==> config.mk <==
export PLATFORM = sky130hd
export DESIGN_NAME = csr_unit
export DESIGN_NICKNAME = d
export VERILOG_FILES = /design/src/hw/csr_pkg.sv /design/src/hw/csr_unit.sv /design/src/hw/csr_read_mux.sv /design/src/hw/csr_timer_irq.sv /design/src/hw/csr_trap_regs.sv /design/src/hw/csr_op_decode.sv
export SDC_FILE = /design/constraint.sdc
export NUM_CORES = 1
export LEC_CHECK = 0
export BUFFER_PORTS_ARGS = -buffer_cell sky130_fd_sc_hd__buf_2
export CAP_MARGIN = 25
export CORE_MARGIN = 2
export CORE_UTILIZATION = 45
export CTS_CLUSTER_DIAMETER = 50
export DETAILED_ROUTE_END_ITERATION = 16
export PLACE_DENSITY_LB_ADDON = 0.15
export SYNTH_ARGS = -nofsm -noshare
export SYNTH_HDL_FRONTEND = slang
export SYNTH_SLANG_ARGS = --single-unit
export TNS_END_PERCENT = 5
==> constraint.sdc <==
create_clock -name clk -period 3.4 [get_ports clk]
set_input_delay 0.34 -clock clk [delete_from_list [all_inputs] [get_ports clk]]
set_output_delay 0.34 -clock clk [all_outputs]
set_load 0.02 [all_outputs]
==> src/hw/csr_pkg.sv <==
`default_nettype none

package csr_pkg;

    // ======================================================================
    // widths
    // ======================================================================
    localparam int xlen       = 32;
    localparam int phy_reg_w  = 6;
    localparam int csr_addr_w = 12;

    // funct3 of the SYSTEM opcode
    localparam logic [2:0] f3_priv   = 3'b000;
    localparam logic [2:0] f3_csrrw  = 3'b001;
    localparam logic [2:0] f3_csrrs  = 3'b010;
    localparam logic [2:0] f3_csrrc  = 3'b011;
    localparam logic [2:0] f3_csrrwi = 3'b101;
    localparam logic [2:0] f3_csrrsi = 3'b110;
    localparam logic [2:0] f3_csrrci = 3'b111;

    // funct12 when funct3 is f3_priv
    localparam logic [11:0] f12_ecall  = 12'h000;
    localparam logic [11:0] f12_ebreak = 12'h001;
    localparam logic [11:0] f12_mret   = 12'h302;

    localparam logic [31:0] mcause_ecall_m = 32'd11;
    localparam logic [31:0] mcause_break   = 32'd3;

    // ======================================================================
    // csr addresses
    // ======================================================================
    localparam logic [11:0] csr_mstatus  = 12'h300;
    localparam logic [11:0] csr_misa     = 12'h301;
    localparam logic [11:0] csr_mie      = 12'h304;
    localparam logic [11:0] csr_mtvec    = 12'h305;
    localparam logic [11:0] csr_mscratch = 12'h340;
    localparam logic [11:0] csr_mepc     = 12'h341;
    localparam logic [11:0] csr_mcause   = 12'h342;
    localparam logic [11:0] csr_mtval    = 12'h343;
    localparam logic [11:0] csr_mip      = 12'h344;
    localparam logic [11:0] csr_mcycle   = 12'hb00;
    localparam logic [11:0] csr_mcycleh  = 12'hb80;
    localparam logic [11:0] csr_cycle    = 12'hc00;
    localparam logic [11:0] csr_cycleh   = 12'hc80;
    // custom machine read-write range
    localparam logic [11:0] csr_mtimecmp  = 12'h7c0;
    localparam logic [11:0] csr_mtimecmph = 12'h7c1;

    // mxl = 1, extension I
    localparam logic [31:0] misa_rv32i = 32'h4000_0100;

    // ======================================================================
    // register types
    // ======================================================================
    typedef struct packed {
        logic [23:0] rsv_31_8;
        logic        mpie;
        logic [2:0]  rsv_6_4;
        logic        mie;
        logic [2:0]  rsv_2_0;
    } mstatus_t;

    typedef struct packed {
        logic [19:0] rsv_31_12;
        logic        meie;
        logic [2:0]  rsv_10_8;
        logic        mtie;
        logic [2:0]  rsv_6_4;
        logic        msie;
        logic [2:0]  rsv_2_0;
    } mie_t;

    typedef struct packed {
        logic [19:0] rsv_31_12;
        logic        meip;
        logic [2:0]  rsv_10_8;
        logic        mtip;
        logic [2:0]  rsv_6_4;
        logic        msip;
        logic [2:0]  rsv_2_0;
    } mip_t;

    // write data seen through the register it targets
    typedef union packed {
        logic [xlen-1:0] raw;
        mstatus_t        mstatus;
        mie_t            mie;
    } csr_word_u;

    typedef struct packed {
        logic [31:0]          inst;
        logic [xlen-1:0]      pc;
        logic [xlen-1:0]      rs1_val;
        logic [phy_reg_w-1:0] rd_idx;
        logic                 rd_en;
    } csr_inst_t;

    typedef struct packed {
        csr_word_u             wdata;
        logic [csr_addr_w-1:0] addr;
        logic                  wr_en;
        logic                  trap_en;
        logic                  mret_en;
        logic                  cause;    // 1 for ebreak
    } csr_ctl_t;

    typedef struct packed {
        logic            release_en;
        logic            update_en;
        logic [xlen-1:0] target;
    } pc_redirect_t;

endpackage

`default_nettype wire
==> src/hw/csr_unit.sv <==
`default_nettype none

module csr_unit (
    input  wire logic                          clk,
    input  wire logic                          rst_n,
    input  wire logic                          instruction_en,
    input  wire csr_pkg::csr_inst_t            instruction_pld,
    input  wire logic                          instruction_is_intr,
    input  wire logic                          intr_meip,
    input  wire logic                          intr_msip,
    input  wire logic                          intr_instruction_rdy,
    output logic [csr_pkg::phy_reg_w-1:0]      reg_index,
    output logic                               reg_wr_en,
    output logic [csr_pkg::xlen-1:0]           reg_val,
    output csr_pkg::pc_redirect_t              pc_redirect,
    output logic                               intr_instruction_vld
);
    import csr_pkg::*;

    csr_ctl_t        ctl;
    logic [xlen-1:0] rdata;
    mstatus_t        mstatus;
    logic [xlen-1:0] mtvec;
    logic [xlen-1:0] mepc;
    logic [xlen-1:0] mcause;
    logic [xlen-1:0] mtval;
    logic [xlen-1:0] mscratch;
    logic [63:0]     cycle;
    logic [63:0]     mtimecmp;
    mie_t            mie;
    mip_t            mip;

    csr_op_decode u_decode (
        .instruction_en (instruction_en),
        .inst           (instruction_pld),
        .rdata          (rdata),
        .ctl            (ctl)
    );

    csr_trap_regs u_trap_regs (
        .clk         (clk),
        .rst_n       (rst_n),
        .ctl         (ctl),
        .inst        (instruction_pld),
        .mstatus     (mstatus),
        .mtvec       (mtvec),
        .mepc        (mepc),
        .mcause      (mcause),
        .mtval       (mtval),
        .mscratch    (mscratch),
        .pc_redirect (pc_redirect)
    );

    csr_timer_irq u_timer_irq (
        .clk                  (clk),
        .rst_n                (rst_n),
        .ctl                  (ctl),
        .mstatus_mie          (mstatus.mie),
        .instruction_en       (instruction_en),
        .instruction_is_intr  (instruction_is_intr),
        .intr_meip            (intr_meip),
        .intr_msip            (intr_msip),
        .intr_instruction_rdy (intr_instruction_rdy),
        .cycle                (cycle),
        .mtimecmp             (mtimecmp),
        .mie                  (mie),
        .mip                  (mip),
        .intr_instruction_vld (intr_instruction_vld)
    );

    // old value goes to rd and back into the set/clear logic
    csr_read_mux u_read_mux (
        .addr     (ctl.addr),
        .mstatus  (mstatus),
        .mtvec    (mtvec),
        .mepc     (mepc),
        .mcause   (mcause),
        .mtval    (mtval),
        .mscratch (mscratch),
        .cycle    (cycle),
        .mtimecmp (mtimecmp),
        .mie      (mie),
        .mip      (mip),
        .rdata    (rdata)
    );

    assign reg_index = instruction_pld.rd_idx;
    assign reg_val   = rdata;
    assign reg_wr_en = ctl.wr_en;

endmodule

`default_nettype wire

==> src/hw/csr_read_mux.sv <==
`default_nettype none

module csr_read_mux (
    input  wire logic [csr_pkg::csr_addr_w-1:0] addr,
    input  wire csr_pkg::mstatus_t              mstatus,
    input  wire logic [csr_pkg::xlen-1:0]       mtvec,
    input  wire logic [csr_pkg::xlen-1:0]       mepc,
    input  wire logic [csr_pkg::xlen-1:0]       mcause,
    input  wire logic [csr_pkg::xlen-1:0]       mtval,
    input  wire logic [csr_pkg::xlen-1:0]       mscratch,
    input  wire logic [63:0]                    cycle,
    input  wire logic [63:0]                    mtimecmp,
    input  wire csr_pkg::mie_t                  mie,
    input  wire csr_pkg::mip_t                  mip,
    output logic [csr_pkg::xlen-1:0]            rdata
);
    import csr_pkg::*;

    always_comb begin
        case (addr)
            // ==============================================================
            // trap setup and handling
            // ==============================================================
            csr_mstatus:   rdata = mstatus;
            csr_misa:      rdata = misa_rv32i;
            csr_mie:       rdata = mie;
            csr_mtvec:     rdata = mtvec;
            csr_mscratch:  rdata = mscratch;
            csr_mepc:      rdata = mepc;
            csr_mcause:    rdata = mcause;
            csr_mtval:     rdata = mtval;
            csr_mip:       rdata = mip;

            // ==============================================================
            // user and machine counter views read one counter
            // ==============================================================
            csr_mcycle,
            csr_cycle:     rdata = cycle[31:0];
            csr_mcycleh,
            csr_cycleh:    rdata = cycle[63:32];
            csr_mtimecmp:  rdata = mtimecmp[31:0];
            csr_mtimecmph: rdata = mtimecmp[63:32];

            default:       rdata = '0;
        endcase
    end

endmodule

`default_nettype wire

==> src/hw/csr_timer_irq.sv <==
`default_nettype none

module csr_timer_irq (
    input  wire logic               clk,
    input  wire logic               rst_n,
    input  wire csr_pkg::csr_ctl_t  ctl,
    input  wire logic               mstatus_mie,
    input  wire logic               instruction_en,
    input  wire logic               instruction_is_intr,
    input  wire logic               intr_meip,
    input  wire logic               intr_msip,
    input  wire logic               intr_instruction_rdy,
    output logic [63:0]             cycle,
    output logic [63:0]             mtimecmp,
    output csr_pkg::mie_t           mie,
    output csr_pkg::mip_t           mip,
    output logic                    intr_instruction_vld
);
    import csr_pkg::*;

    logic msie_q;
    logic mtie_q;
    logic meie_q;
    logic intr_sent;
    logic intr_pending;

    // ======================================================================
    // cycle counter and timer compare
    // ======================================================================
    always_ff @(posedge clk or negedge rst_n) begin
        if (!rst_n) begin
            cycle <= '0;
        end else begin
            cycle <= cycle + 64'd1;
        end
    end

    always_ff @(posedge clk or negedge rst_n) begin
        if (!rst_n) begin
            mtimecmp <= '0;
        end else if (ctl.wr_en) begin
            if (ctl.addr == csr_mtimecmp)  mtimecmp[31:0]  <= ctl.wdata.raw;
            if (ctl.addr == csr_mtimecmph) mtimecmp[63:32] <= ctl.wdata.raw;
        end
    end

    // ======================================================================
    // enable and pending bits
    // ======================================================================
    always_ff @(posedge clk or negedge rst_n) begin
        if (!rst_n) begin
            msie_q <= 1'b0;
            mtie_q <= 1'b0;
            meie_q <= 1'b0;
        end else if (ctl.wr_en && ctl.addr == csr_mie) begin
            msie_q <= ctl.wdata.mie.msie;
            mtie_q <= ctl.wdata.mie.mtie;
            meie_q <= ctl.wdata.mie.meie;
        end
    end

    always_comb begin
        mie      = '0;
        mie.msie = msie_q;
        mie.mtie = mtie_q;
        mie.meie = meie_q;

        // pins pass straight through, timer from the compare
        mip      = '0;
        mip.msip = intr_msip;
        mip.mtip = (cycle > mtimecmp);
        mip.meip = intr_meip;
    end

    // request is silent from the handshake until the interrupt instruction
    always_ff @(posedge clk or negedge rst_n) begin
        if (!rst_n) begin
            intr_sent <= 1'b0;
        end else if (intr_instruction_vld && intr_instruction_rdy) begin
            intr_sent <= 1'b1;
        end else if (instruction_en && instruction_is_intr) begin
            intr_sent <= 1'b0;
        end
    end

    assign intr_pending = (mie.msie & mip.msip) |
                          (mie.mtie & mip.mtip) |
                          (mie.meie & mip.meip);

    assign intr_instruction_vld = ~intr_sent & mstatus_mie & intr_pending;

endmodule

`default_nettype wire

==> src/hw/csr_trap_regs.sv <==
`default_nettype none

module csr_trap_regs (
    input  wire logic                     clk,
    input  wire logic                     rst_n,
    input  wire csr_pkg::csr_ctl_t        ctl,
    input  wire csr_pkg::csr_inst_t       inst,
    output csr_pkg::mstatus_t             mstatus,
    output logic [csr_pkg::xlen-1:0]      mtvec,
    output logic [csr_pkg::xlen-1:0]      mepc,
    output logic [csr_pkg::xlen-1:0]      mcause,
    output logic [csr_pkg::xlen-1:0]      mtval,
    output logic [csr_pkg::xlen-1:0]      mscratch,
    output csr_pkg::pc_redirect_t         pc_redirect
);
    import csr_pkg::*;

    logic mie_q;
    logic mpie_q;

    // ======================================================================
    // mstatus interrupt-enable stack
    // ======================================================================
    // trap wins over mret, mret over a plain write
    always_ff @(posedge clk or negedge rst_n) begin
        if (!rst_n) begin
            mie_q  <= 1'b0;
            mpie_q <= 1'b0;
        end else if (ctl.trap_en) begin
            mie_q  <= 1'b0;
            mpie_q <= mie_q;
        end else if (ctl.mret_en) begin
            mie_q  <= mpie_q;
            mpie_q <= 1'b1;
        end else if (ctl.wr_en && ctl.addr == csr_mstatus) begin
            mie_q  <= ctl.wdata.mstatus.mie;
            mpie_q <= ctl.wdata.mstatus.mpie;
        end
    end

    always_comb begin
        mstatus      = '0;
        mstatus.mie  = mie_q;
        mstatus.mpie = mpie_q;
    end

    // ======================================================================
    // trap setup and handling registers
    // ======================================================================
    always_ff @(posedge clk or negedge rst_n) begin
        if (!rst_n) begin
            mtvec    <= '0;
            mscratch <= '0;
        end else if (ctl.wr_en) begin
            if (ctl.addr == csr_mtvec) begin
                mtvec[xlen-1:2] <= ctl.wdata.raw[xlen-1:2];
                // only direct and vectored modes are legal
                if (!ctl.wdata.raw[1]) begin
                    mtvec[1:0] <= ctl.wdata.raw[1:0];
                end
            end
            if (ctl.addr == csr_mscratch) begin
                mscratch <= ctl.wdata.raw;
            end
        end
    end

    // state saved on ecall / ebreak
    always_ff @(posedge clk or negedge rst_n) begin
        if (!rst_n) begin
            mepc   <= '0;
            mcause <= '0;
            mtval  <= '0;
        end else if (ctl.trap_en) begin
            mepc   <= inst.pc;
            mtval  <= inst.inst;
            mcause <= ctl.cause ? mcause_break : mcause_ecall_m;
        end else if (ctl.wr_en) begin
            if (ctl.addr == csr_mepc)   mepc   <= ctl.wdata.raw;
            if (ctl.addr == csr_mcause) mcause <= ctl.wdata.raw;
            if (ctl.addr == csr_mtval)  mtval  <= ctl.wdata.raw;
        end
    end

    // ======================================================================
    // pc redirect
    // ======================================================================
    always_comb begin
        pc_redirect = '0;
        if (ctl.trap_en) begin
            pc_redirect.release_en = 1'b1;
            pc_redirect.update_en  = 1'b1;
            pc_redirect.target     = mtvec;
        end else if (ctl.mret_en) begin
            pc_redirect.release_en = 1'b1;
            pc_redirect.update_en  = 1'b1;
            pc_redirect.target     = mepc;
        end
    end

endmodule

`default_nettype wire

==> src/hw/csr_op_decode.sv <==
`default_nettype none

module csr_op_decode (
    input  wire logic                      instruction_en,
    input  wire csr_pkg::csr_inst_t        inst,
    input  wire logic [csr_pkg::xlen-1:0]  rdata,
    output csr_pkg::csr_ctl_t              ctl
);
    import csr_pkg::*;

    logic [2:0]      funct3;
    logic [11:0]     funct12;
    logic [4:0]      uimm;
    logic [xlen-1:0] uimm_ext;
    logic            is_priv;

    // SYSTEM instruction fields
    assign funct3   = inst.inst[14:12];
    assign funct12  = inst.inst[31:20];
    assign uimm     = inst.inst[19:15];
    assign uimm_ext = {{(xlen-5){1'b0}}, uimm};
    assign is_priv  = (funct3 == f3_priv);

    always_comb begin
        ctl = '0;
        ctl.addr = funct12;

        // new value from the old one and the operand
        case (funct3)
            f3_csrrw:  ctl.wdata.raw = inst.rs1_val;
            f3_csrrs:  ctl.wdata.raw = rdata | inst.rs1_val;
            f3_csrrc:  ctl.wdata.raw = rdata & ~inst.rs1_val;
            f3_csrrwi: ctl.wdata.raw = uimm_ext;
            f3_csrrsi: ctl.wdata.raw = rdata | uimm_ext;
            f3_csrrci: ctl.wdata.raw = rdata & ~uimm_ext;
            default:   ctl.wdata.raw = '0;
        endcase

        ctl.wr_en = instruction_en & inst.rd_en;

        // ecall / ebreak / mret
        if (is_priv && ((funct12 == f12_ecall) || (funct12 == f12_ebreak))) begin
            ctl.trap_en = instruction_en;
        end
        if (is_priv && (funct12 == f12_mret)) begin
            ctl.mret_en = instruction_en;
        end
        ctl.cause = (funct12 == f12_ebreak);
    end

endmodule

`default_nettype wire

==> implementation parameters <==
Parameter                              Value

Status
  Status    finished, final reports clean

Clocking
  Bufs on Longest Clock Path    3
  Clock latency of the later-clocked register in the worst-skew pair    roughly 540 ps
  Number of clock sinks    between 200 and 300
  Cts bufs inserted    37
  H-tree levels    2
  Library cell used as clock root buffer    clkbuf_16
  Clock transition at the registers of the reported paths    approximately 60 ps
  Clock tree from TritonCTS    done

Route
  Count of routing violations after the opening detailed-route iteration    ~1300
  Total via count in the routed design    between 10000 and 15000
  Per-cell routed wire length    approximately 24 µm
  DRT antenna net count    0
  Number of remaining DRC errors    0
  Total wirelength of the detailed-routed design    57.49 mm
  Vias per Instance    approximately 6
  Detailed-routing iteration count for the pre-antenna-repair pass    7

GRT
  Global-route wire length before repair    approximately 87 mm
  Total routing usage reported by global routing    a little under a third
  Grt met1 use    between 40% and 50%
  Antenna violations before repair    1
  Pin count of the biggest net entering global routing    87
  Routing layer with the top usage in global route    met2
  GRT met3 Usage    between 7 and 8%
  Via count of the first global-routing pass    roughly 14000
  Overflow after GRT    0
  Global-route met2 utilization    44.51%

Setup path
  Largest incremental delay on the critical path    roughly 480 ps
  Class of the most critical setup path    reg -> out
  Cell chain of the critical path    inv_1 -> ha_1 -> nand3_1 -> nand2_1 -> a221oi_2 -> o211ai_1 -> or4_4 -> o2111ai_2 -> nand2_1 -> buf_2
  Worst path arrival time    between 2000 and 3000 ps
  Setup crit end kind    primary output
  Critical path buffers and inverters    2
  Slowest stage cell on the critical path    or4_4
  Category of cells accounting for the largest share of critical-path delay    simple AND/OR/NAND/NOR gates
  CP Data Required Time    roughly 3000 ps
  CP dominant cell by count    nand2_1
  Critical path launch point type    flop
  Crit Path Max Fanout    3

STA
  Clock Skews    approximately 18 ps
  Hold Slack    38.25 ps
  Number of slew-limit violations in the final report    0
  Number of endpoints with negative hold slack in the final report    0
  Post-route clock period utilization    a little over nine tenths
  Highest clock frequency the design can meet    between 0.3 and 0.4 GHz
  Final setup fails    0
  Worst max-slew margin expressed relative to the limit    34.22%
  Shortest period the worst path allows    3311 ps
  Slew of the pin with the lowest slew margin    981.9 ps

Synthesis
  Netlist Area Pre-Place    0.01634 mm²
  Register bit total from synthesis    293
  Sequential area share after synthesis    between 40% and 50%
  Avg Inst Size Synth    ~9.4 µm²
  Commonest cells in the netlist    dfrtp_1, nand2_1, o21ai_0
  Area contributors post-synth    dfrtp_1, o21ai_0, ha_1
  Dominant synthesized flop cell    dfrtp_1
  Top cell type's share of synthesized area    44.87%
  Post-synthesis net count    1921
  Most frequent cell after synthesis    dfrtp_1
  Instance count of the mapped netlist    between 1500 and 2000
  Fraction of synthesis flops using an asynchronous set or reset pin    100.0%
  Yosys warnings    0
  Library cell occupying the most area in the post-synthesis netlist    dfrtp_1
  Yosys cell types    77
  Number of enable flip-flop cells after synthesis    0

Placed design
  Sum of net half-perimeters after detailed placement    39.96 mm
  Routability-driven placement congestion ratio    ~0.95
  Post-Place Cell Area    ~0.018 mm²
  Count of input and output buffers    about 170

Final layout
  Total number of nets in the final design    2083
  Relative area change from synthesis to final layout    18.42%
  Utilization after layout    a little over half
  Fill cells    approximately 3300
  Multi-input gate area in the final layout    approximately 0.0083 mm²
  Proportion of layout cells with a drive suffix above 1    19.27%
  Summed area of non-filler cells in the final layout    slightly below 0.02 mm²
  Register area    ~0.0073 mm²

Die
  Vertical extent of the die    194.6 µm
  I/O pin count    184
  Row count    69
  Die area    ~0.038 mm²
  CORE AREA    about 0.036 mm²
  Initial standard-cell utilization of the core    about 46%
  Width of the chip    194.6 µm

Power and ir drop
  Reported leakage power    between 0.008 and 0.009 µW
  Peak supply drop    roughly 0.37 mV
  Power per cell area    roughly 410 mW/mm²

Min path
  Type of the tightest min-delay check    in -> reg

Flow run
  Count of maximum capacitance violations    0
-- placed cells by master (no fill, tap or decap), drive strengths merged, types with 5 or more instances in the layout --
master	n
nor3	23
xnor2	42
o2bb2ai	21
a32oi	5
clkbuf	51
nand4	26
o21ai	222
o2111ai	6
dfrtp	293
xor2	21
ha	65
or4	5
a22oi	57
or3	7
nand2	200
nor4	14
nand2b	27
inv	83
a31oi	27
clkinv	9
and4	13
buf	239
and2	6
a21o	5
nand3	84
a21oi	52
mux2i	68
o22a	6
mux2	7
nor2	102
a22o	37
and3	12
o211ai	11
a221oi	35
-- through the flow --
stage | setup slack [ps] | total power (µW) | setup TNS [ps] | instances
after floorplan | 580.5 | 3729 | 0 | 1746
after global placement | 244.5 | 3974 | 0 | 2317
after detailed placement | 141.2 | 3977 | 0 | 2317
after CTS | 0.9579 | 8032 | 0 | 2386
after global routing | -24.70 | 8207 | -24.70 | 2397
final | 88.69 | 8005 | 0 | 2398
-- logic make-up (layout without fill, tap and decap cells) --
| kind of cell | count (synthesis) | in the layout | synth area share (%) |
|---|---|---|---|
| other | 0 | 1 | 0 |
| buffers and inverters | 197 | 387 | 5.229 |
| multiplexers | 76 | 76 | 4.785 |
| flip-flops | 293 | 293 | 44.87 |
| AND/OR/NAND/NOR | 533 | 533 | 15.66 |
| adder cells (fa/ha/maj) | 65 | 65 | 4.977 |
| AO/OA/AOI/OAI | 519 | 519 | 21.10 |
| XOR/XNOR | 63 | 63 | 3.376 |
-- state kept, by name (all words and copies together) (netlist names), 31 cells and up --
name                  flops
u_timer_irq.cycle        64
u_trap_regs.mtvec        31
u_trap_regs.mscratch     32
u_trap_regs.mtval        32
u_trap_regs.mepc         32
u_trap_regs.mcause       32
u_timer_irq.mtimecmp     64
-- layer usage --
metal / wire [µm] / vias up
li1: - / 6683
met4: 1699 / 0
met2: 24490 / 667
met3: 5403 / 108
met5: 0 / -
met1: 25890 / 7146
-- cell type report --
type | count | area share [%]
Tap cell | 461 | 2.981
Clock inverter | 16 | 0.9246
Inverter | 80 | 1.552
Sequential cell | 293 | 37.94
Multi-Input combinational cell | 1256 | 43.00
Clock buffer | 51 | 5.586
Antenna cell | 1 | 0.01293
Timing Repair Buffer | 240 | 8.004
-- tightest hold or removal path, stage by stage --
cell and delay, ps:
buf_2 80, a22oi_1 60, o21ai_0 70
-- path summary, 6_finish.rpt --
check	slack, ps	to	start	cells past startpoint
max in group asynchronous	2040	u_trap_regs.mtval[21]	rst_n	3
setup reg to reg	890	u_timer_irq.cycle[46]	u_timer_irq.cycle[1]	7
setup / recovery	90	reg_val[7]	u_timer_irq.mtimecmp[37]	10
min in group asynchronous	380	u_timer_irq.intr_sent	rst_n	2
hold / removal	40	u_trap_regs.mepc[2]	instruction_pld[41]	3
hold reg to reg	480	u_trap_regs.mscratch[2]	u_trap_regs.mscratch[2]	2
-- repair_timing --
item / 4_1_cts / 5_1_grt
pin swaps: 1 / 8
setup buffers: 1 / 11
hold buffers: 1 / 0
hold endpoints to repair: 82 / 0
setup endpoints to repair: 2 / 2
resized for setup: 7 / 25
-- power breakdown --
group,internal [µW],total [µW],switching [µW]
Sequential,3490,3490,3.02
Combinational,129,426,297
Clock,2470,4090,1620
Total,6090,8010,1920
(Power assumes the default switching activity.)
